**src/logic/drum_pkg.sv**
```systemverilog
package drum_pkg;

  // pads and voices are one to one
  localparam int NUM_PADS        = 4;
  localparam int SAMPLE_LEN      = 16;
  // four regions of SAMPLE_LEN words
  localparam int ADDR_WIDTH      = 6;
  localparam int DEBOUNCE_CYCLES = 16;
  localparam int FIFO_DEPTH      = 8;

  typedef logic signed [15:0] sample_t;
  // two guard bits so four full-scale samples cannot wrap
  typedef logic signed [17:0] mix_sum_t;
  typedef logic [ADDR_WIDTH-1:0] mem_addr_t;
  typedef logic [3:0] voice_pos_t;
  typedef logic [NUM_PADS-1:0] pad_mask_t;

  typedef enum logic [2:0] {
    IDLE,
    START,
    REQUEST,
    WAIT,
    PUSH
  } mixer_state_t;

endpackage

```
**src/logic/mem_rd_if.sv**
```systemverilog
interface mem_rd_if import drum_pkg::*; ();

  mem_addr_t addr;
  logic      rd_en;
  sample_t   rd_data;
  logic      rd_valid;

  // request side holds addr and rd_en until rd_valid
  modport sequencer (
    output addr,
    output rd_en,
    input  rd_valid
  );

  modport memory (
    input  addr,
    input  rd_en,
    output rd_data,
    output rd_valid
  );

endinterface

```
**src/logic/drum_mixer_top.sv**
```systemverilog
module drum_mixer_top import drum_pkg::*; (
  input  logic      clk,
  input  logic      rst,
  input  pad_mask_t drumpads_raw,
  input  logic      wr_en,
  input  mem_addr_t wr_addr,
  input  sample_t   wr_data,
  input  logic      priority_rd_en,
  input  mem_addr_t priority_addr,
  output sample_t   priority_rd_data,
  input  logic      fifo_rd_en,
  output sample_t   fifo_data,
  output logic      fifo_empty
);

  pad_mask_t pads_trigger;
  logic      acc_clear;
  logic      acc_add;
  sample_t   mix_out;
  logic      fifo_push;
  logic      fifo_full;

  // mixer read port into the sample memory
  mem_rd_if rd_if ();

  // accepted pad levels have no reader in this design
  drumpad_conditioner pad_cond (
    .clk         (clk),
    .rst         (rst),
    .pads_raw    (drumpads_raw),
    .pads_level  (),
    .pads_trigger(pads_trigger)
  );

  mixer_sequencer mix_seq (
    .clk         (clk),
    .rst         (rst),
    .pads_trigger(pads_trigger),
    .rd          (rd_if.sequencer),
    .acc_clear   (acc_clear),
    .acc_add     (acc_add),
    .fifo_full   (fifo_full),
    .fifo_push   (fifo_push)
  );

  sample_memory sample_mem (
    .clk             (clk),
    .rst             (rst),
    .wr_en           (wr_en),
    .wr_addr         (wr_addr),
    .wr_data         (wr_data),
    .priority_rd_en  (priority_rd_en),
    .priority_addr   (priority_addr),
    .priority_rd_data(priority_rd_data),
    .rd              (rd_if.memory)
  );

  // words come straight off the mixer read port
  mix_accumulator accumulator (
    .clk    (clk),
    .rst    (rst),
    .clear  (acc_clear),
    .add    (acc_add),
    .sample (rd_if.rd_data),
    .mix_out(mix_out)
  );

  // codec side drains through fifo_rd_en
  sample_fifo out_fifo (
    .clk      (clk),
    .rst      (rst),
    .push     (fifo_push),
    .push_data(mix_out),
    .pop      (fifo_rd_en),
    .pop_data (fifo_data),
    .full     (fifo_full),
    .empty    (fifo_empty)
  );

endmodule

```
**src/logic/drumpad_conditioner.sv**
```systemverilog
module drumpad_conditioner import drum_pkg::*; (
  input  logic      clk,
  input  logic      rst,
  input  pad_mask_t pads_raw,
  output pad_mask_t pads_level,
  output pad_mask_t pads_trigger
);

  typedef logic [$clog2(DEBOUNCE_CYCLES)-1:0] deb_cnt_t;

  // pads are asynchronous to clk
  pad_mask_t sync_q1;
  pad_mask_t sync_q2;

  // cycles in a row each pad has differed from its accepted level
  deb_cnt_t  stable_cnt [NUM_PADS];

  always_ff @(posedge clk) begin
    if (rst) begin
      sync_q1 <= '0;
      sync_q2 <= '0;
    end else begin
      sync_q1 <= pads_raw;
      sync_q2 <= sync_q1;
    end
  end

  always_ff @(posedge clk) begin
    if (rst) begin
      pads_level   <= '0;
      pads_trigger <= '0;
      for (int i = 0; i < NUM_PADS; i++) begin
        stable_cnt[i] <= '0;
      end
    end else begin
      for (int i = 0; i < NUM_PADS; i++) begin
        pads_trigger[i] <= 1'b0;
        if (sync_q2[i] == pads_level[i]) begin
          // any bounce back restarts the window
          stable_cnt[i] <= '0;
        end else if (stable_cnt[i] == deb_cnt_t'(DEBOUNCE_CYCLES - 1)) begin
          stable_cnt[i]   <= '0;
          pads_level[i]   <= sync_q2[i];
          // pulse only on the press, not the release
          pads_trigger[i] <= sync_q2[i];
        end else begin
          stable_cnt[i] <= stable_cnt[i] + 1'b1;
        end
      end
    end
  end

endmodule

```
**src/logic/mix_accumulator.sv**
```systemverilog
module mix_accumulator import drum_pkg::*; (
  input  logic    clk,
  input  logic    rst,
  input  logic    clear,
  input  logic    add,
  input  sample_t sample,
  output sample_t mix_out
);

  mix_sum_t sum;
  // sign bit of the sample range plus the guard bits
  logic [$bits(mix_sum_t)-$bits(sample_t):0] sign_bits;

  always_ff @(posedge clk) begin
    if (rst || clear) begin
      sum <= '0;
    end else if (add) begin
      sum <= sum + mix_sum_t'(sample);
    end
  end

  assign sign_bits = sum[$bits(mix_sum_t)-1:$bits(sample_t)-1];

  // clip to the sample range
  always_comb begin
    if (sign_bits == '0 || sign_bits == '1) begin
      mix_out = sample_t'(sum);
    end else if (!sum[$bits(mix_sum_t)-1]) begin
      mix_out = {1'b0, {($bits(sample_t) - 1){1'b1}}};
    end else begin
      mix_out = {1'b1, {($bits(sample_t) - 1){1'b0}}};
    end
  end

endmodule

```
**src/logic/mixer_sequencer.sv**
```systemverilog
module mixer_sequencer import drum_pkg::*; (
  input  logic        clk,
  input  logic        rst,
  input  pad_mask_t   pads_trigger,
  mem_rd_if.sequencer rd,
  output logic        acc_clear,
  output logic        acc_add,
  input  logic        fifo_full,
  output logic        fifo_push
);

  typedef logic [$clog2(NUM_PADS)-1:0] voice_idx_t;

  mixer_state_t state;
  pad_mask_t    pending;
  pad_mask_t    active;
  voice_pos_t   pos [NUM_PADS];
  voice_idx_t   voice;

  always_comb begin
    acc_clear = (state == START);
    fifo_push = (state == PUSH);
    acc_add   = (state == WAIT) && rd.rd_valid;
    // request stays up through stolen cycles, drops once data is back
    rd.rd_en  = ((state == REQUEST) && active[voice]) ||
                ((state == WAIT) && !rd.rd_valid);
    // voice region base plus current position
    rd.addr   = mem_addr_t'(voice) * mem_addr_t'(SAMPLE_LEN) + mem_addr_t'(pos[voice]);
  end

  always_ff @(posedge clk) begin
    if (rst) begin
      state   <= IDLE;
      pending <= '0;
      active  <= '0;
      voice   <= '0;
      for (int i = 0; i < NUM_PADS; i++) begin
        pos[i] <= '0;
      end
    end else begin
      // triggers wait here for the next frame start
      if (state == START) begin
        pending <= pads_trigger;
      end else begin
        pending <= pending | pads_trigger;
      end

      case (state)
        IDLE: begin
          if (!fifo_full) begin
            state <= START;
          end
        end
        START: begin
          active <= active | pending;
          for (int i = 0; i < NUM_PADS; i++) begin
            if (pending[i]) begin
              pos[i] <= '0;
            end
          end
          voice <= '0;
          state <= REQUEST;
        end
        REQUEST: begin
          if (active[voice]) begin
            state <= WAIT;
          end else if (voice == voice_idx_t'(NUM_PADS - 1)) begin
            state <= PUSH;
          end else begin
            voice <= voice + 1'b1;
          end
        end
        WAIT: begin
          if (rd.rd_valid) begin
            if (voice == voice_idx_t'(NUM_PADS - 1)) begin
              state <= PUSH;
            end else begin
              voice <= voice + 1'b1;
              state <= REQUEST;
            end
          end
        end
        PUSH: begin
          for (int i = 0; i < NUM_PADS; i++) begin
            if (active[i]) begin
              pos[i] <= pos[i] + 1'b1;
              // last word just played
              if (pos[i] == voice_pos_t'(SAMPLE_LEN - 1)) begin
                active[i] <= 1'b0;
              end
            end
          end
          state <= IDLE;
        end
        default: state <= IDLE;
      endcase
    end
  end

endmodule

```
**src/logic/sample_fifo.sv**
```systemverilog
module sample_fifo import drum_pkg::*; (
  input  logic    clk,
  input  logic    rst,
  input  logic    push,
  input  sample_t push_data,
  input  logic    pop,
  output sample_t pop_data,
  output logic    full,
  output logic    empty
);

  typedef logic [$clog2(FIFO_DEPTH)-1:0] fifo_ptr_t;
  typedef logic [$clog2(FIFO_DEPTH+1)-1:0] fifo_cnt_t;

  sample_t   entries [FIFO_DEPTH];
  fifo_ptr_t wr_ptr;
  fifo_ptr_t rd_ptr;
  fifo_cnt_t count;
  logic      do_push;
  logic      do_pop;

  assign full     = (count == fifo_cnt_t'(FIFO_DEPTH));
  assign empty    = (count == '0);
  assign do_push  = push && !full;
  assign do_pop   = pop && !empty;
  // head is visible before the pop
  assign pop_data = entries[rd_ptr];

  always_ff @(posedge clk) begin
    if (do_push) begin
      entries[wr_ptr] <= push_data;
    end
  end

  always_ff @(posedge clk) begin
    if (rst) begin
      wr_ptr <= '0;
      rd_ptr <= '0;
      count  <= '0;
    end else begin
      if (do_push) begin
        wr_ptr <= wr_ptr + 1'b1;
      end
      if (do_pop) begin
        rd_ptr <= rd_ptr + 1'b1;
      end
      if (do_push && !do_pop) begin
        count <= count + 1'b1;
      end else if (do_pop && !do_push) begin
        count <= count - 1'b1;
      end
    end
  end

endmodule

```
**src/logic/sample_memory.sv**
```systemverilog
module sample_memory import drum_pkg::*; (
  input  logic      clk,
  input  logic      rst,
  input  logic      wr_en,
  input  mem_addr_t wr_addr,
  input  sample_t   wr_data,
  input  logic      priority_rd_en,
  input  mem_addr_t priority_addr,
  output sample_t   priority_rd_data,
  mem_rd_if.memory  rd
);

  sample_t   mem [2**ADDR_WIDTH];
  sample_t   rd_q;
  mem_addr_t rd_addr;

  // one read per cycle, priority port takes it first
  always_comb begin
    rd_addr = priority_rd_en ? priority_addr : rd.addr;
  end

  // read sees the old word when it hits the write address
  always_ff @(posedge clk) begin
    if (wr_en) begin
      mem[wr_addr] <= wr_data;
    end
    if (priority_rd_en || rd.rd_en) begin
      rd_q <= mem[rd_addr];
    end
  end

  // mixer request served only when not stolen
  always_ff @(posedge clk) begin
    if (rst) begin
      rd.rd_valid <= 1'b0;
    end else begin
      rd.rd_valid <= rd.rd_en && !priority_rd_en;
    end
  end

  // both ports share the read register
  assign priority_rd_data = rd_q;
  assign rd.rd_data       = rd_q;

endmodule

```
**config.mk**
```make
export PLATFORM = sky130hd
export DESIGN_NAME = drum_mixer_top
export DESIGN_NICKNAME = d
export VERILOG_FILES = /design/src/logic/drum_pkg.sv /design/src/logic/mem_rd_if.sv /design/src/logic/drum_mixer_top.sv /design/src/logic/drumpad_conditioner.sv /design/src/logic/mix_accumulator.sv /design/src/logic/mixer_sequencer.sv /design/src/logic/sample_fifo.sv /design/src/logic/sample_memory.sv
export SDC_FILE = /design/constraint.sdc
export NUM_CORES = 2
export LEC_CHECK = 0
export BUFFER_PORTS_ARGS = -buffer_cell sky130_fd_sc_hd__buf_2
export CORE_MARGIN = 2
export CORE_UTILIZATION = 45
export CTS_BUF_LIST = sky130_fd_sc_hd__clkbuf_8 sky130_fd_sc_hd__clkbuf_16
export CTS_CLUSTER_DIAMETER = 40
export DETAILED_ROUTE_END_ITERATION = 10
export GPL_ROUTABILITY_DRIVEN = 1
export HOLD_SLACK_MARGIN = 0.12
export PLACE_DENSITY_LB_ADDON = 0.15
export SLEW_MARGIN = 20
export SYNTH_ARGS = -nofsm -noshare
export SYNTH_HDL_FRONTEND = slang
export SYNTH_SLANG_ARGS = --single-unit
export TNS_END_PERCENT = 10
```
**constraint.sdc**
```tcl
create_clock -name clk -period 4.26 [get_ports clk]
set_clock_uncertainty 0.2 [all_clocks]
set_input_delay 0.426 -clock clk [delete_from_list [all_inputs] [get_ports clk]]
set_output_delay 0.426 -clock clk [all_outputs]
set_load 0.1 [all_outputs]
```
==> impl_metrics.ini <==
[timing]
hold_violations = 0
finalCritPeriodShare = 0.9590
tightestPinTransition_ps = 1096
fin_tns_setup_ps = 0
finalMaxSlewViolations = 0
timing.slew.headroom = 0.2691
finalSetupViolations = 0
period_minus_slack_ps = 4085
fmax_mhz = 244.8
rsz0062_at_grt = false

[synthesis]
async_reset_ff_frac = 0
synth.most_common_cell = edfxtp_1
synth_edf_count = 1196
synth_area_per_cell_um2 = 20.39
synth_top_area_share = 0.7338
synth_seq_area_share = 0.7612
yosysTopAreaCell = edfxtp_1
synth_commonest_cells = 1196 x edfxtp_1, 293 x mux4_2, 173 x nor2_1, 133 x a22oi_1, 67 x dfxtp_1
synth_cells = 2400
synth_area_leaders = edfxtp_1 73%, mux4_2 13%, dfxtp_1 2.7%, a22oi_1 2.0%, nor2_1 1.3%
synth_cell_types = 51
synth-seq-cells = 1263
syn_area_um2 = 48940
ys_warn_count = 0
synth_flop_cell = edfxtp_1

[worst_setup_path]
arrival_ps = 4380
endpoint = sample_mem.priority_rd_data[0]$_DFFE_PP_
r2r-end = sample_mem.priority_rd_data[0]$_DFFE_PP_
r2r_cells = 9
crit_path_max_fanout = 29
regToRegSetupSlack_ps = 170
cp_data_required_time_ps = 4560
cp-end-kind = register
critPathKind = reg2reg
start_kind = register

[clock_tree]
root_buffer = clkbuf_16
post_cts_buffers = 0
cts_htree_levels = 4
cts_sinks = 1263
cts_tree = yes
clk_latency_ps = 750
clockBufferDepth = 3
clkSlewWorstSetupHoldPaths_ps = 50
cts_made_buffers = 158

[die]
initial_core_util = 0.4552
core_area_um2 = 107500
die_h_um = 333.8
num_rows = 120
io_pins = 70
die-area_um2 = 111400
die_width_um = 333.8

[power]
power.leakage_uw = 0.01849
power_density_nw_per_um2 = 528.0
vdd_drop_max_mv = 0.3708
p_total_uw = 30260

[detailed_routing]
routedWlPerCell_um = 28.15
drt-initial-drc-count = 2503
vias_per_cell = 5.833
num_vias = 24700
ant_nets = 0
route.detailed.drc = 0
totalWireLength_um = 119200
first_pass_iters = 6

[place]
hpwl_um = 74430
place.gp.congestion = 0.8005
io_buffer_count = 69

[grt]
grt_first_pass_wirelength_um = 173400
globalRouteTotalUtil = 0.2160
grt_max_degree = 66
overflow = 0
antenna_found_initial = 1
grt_pass1_vias = 25140

[flow_run]
cap_violations = 0

[hold_path]
hold_path_class = in2reg

[final_layout]
seq_area_um2 = 37260
nets = 2771
multiInputGateArea_um2 = 11270
drive_above_1_share = 0.2806
fillCellCount = 8370
syn_to_final_growth_pct = 17.11

[status]
outcome = complete, no violations
sequential cells by signal (all words and copies together), names as in the netlist, 4 cells and up, named ones only:
signal and cells:
pad_cond.pads_level 4, mix_seq.pending 4, pad_cond.sync_q2 4, mix_seq.active 4, mix_seq.pos 16, pad_cond.pads_trigger 4
sample_mem.mem 1024, out_fifo.entries 128, sample_mem.priority_rd_data 16, pad_cond.sync_q1 4, accumulator.sum 18, pad_cond.stable_cnt 16
out_fifo.count 4
kinds of logic after synthesis:
family,Yosys count,share of synthesized area
DFF,1263,0.7612
and+or+nand+nor,401,0.03837
muxes,321,0.1410
AOI/OAI and AO/OA,225,0.03155
buffers and inverters,119,0.01248
xor gates and xnor gates,38,0.006800
adders and majority gates,32,0.008488
other,1,0.00007662
where the power goes:
group,leakage (uW),switching [uW],internal (uW)
logic,0.00462,2210,1190
registers,0.0113,200,13700
clock network,0.00255,5250,7660
worst max-delay path, stage by stage, from the launching register on:
cell and delay (ps):
dfxtp_1 450, mux4_2 560, nand2b_1 230, nand2_8 250
buf_12 300, buf_12 190, mux4_2 430, a22oi_1 430
nand4_1 430, or2_1 350
per-stage QoR:
stage               area [um2]  setup WS, ps  instances    util  hold slack (ps)
finish                   57320         174.7       4234  0.5332            162.8
global route             57310         27.55       4233  0.5331            158.0
CTS                      57310         80.23       4233  0.5331            121.7
detailed placement       51910         52.61       3923  0.4829            223.3
global placement         51910         84.69       3923  0.4829            231.5
floorplan                49000         67.78       2415       -            213.0
timing repair:
action                                  CTS  global route
resized for setup                         0             1
hold endpoints to repair                401             0
hold buffers                             22             0
endpoints found under the setup margin    0             1
placed cells by master (no fill, tap or decap), types with 20 or more instances in the layout:
master,n
nor2_1,171
mux4_2,293
xnor2_1,22
clkinv_2,24
dfxtp_1,66
buf_2,69
nand2_1,65
clkinv_1,20
a22oi_1,132
clkinvlp_4,21
nand3_1,25
buf_4,128
ha_1,30
clkbuf_16,163
edfxtp_1,1196
a21oi_1,49
inv_1,28
nand4_1,39
nor2b_1,20
dlygate4sd3_1,22
per-layer routing:
layer  global-route usage  wire (um)  vias up
met2               0.3336      55940      868
met5                    0          0        -
met3              0.05033       9093      178
met1               0.3043      50580    13070
li1                     -          -    10580
met4              0.07437       3570        0
final cells by class:
| cell class | instances | area share |
|---|---|---|
| Antenna cell | 1 | 0.00004366 |
| Clock buffer | 168 | 0.07237 |
| Clock inverter | 120 | 0.01797 |
| Inverter | 13 | 0.0008514 |
| Multi-Input combinational cell | 1033 | 0.1966 |
| Sequential cell | 1263 | 0.6500 |
| Tap cell | 1403 | 0.03063 |
| Timing Repair Buffer | 233 | 0.03152 |
worst min path at each step:
| stage | startpoint | end | slack [ps] | cells past startpoint |
|---|---|---|---|---|
| 2_1_floorplan | pad_cond.pads_trigger[0]$_SDFF_PP0_ | mix_seq.pending[0]$_SDFF_PP0_ | 210 | 2 |
| 3_3_place_gp | pad_cond.pads_trigger[2]$_SDFF_PP0_ | mix_seq.pending[2]$_SDFF_PP0_ | 230 | 2 |
| 3_5_place_dp | pad_cond.pads_trigger[3]$_SDFF_PP0_ | mix_seq.pending[3]$_SDFF_PP0_ | 220 | 2 |
| 4_1_cts | wr_addr[2] | sample_mem.mem[16][2]$_DFFE_PP_ | 120 | 3 |
| 5_1_grt | wr_addr[2] | sample_mem.mem[16][2]$_DFFE_PP_ | 160 | 3 |
| 6_report | wr_data[1] | sample_mem.mem[36][1]$_DFFE_PP_ | 160 | 2 |
Power figures use the tool's default switching activity.
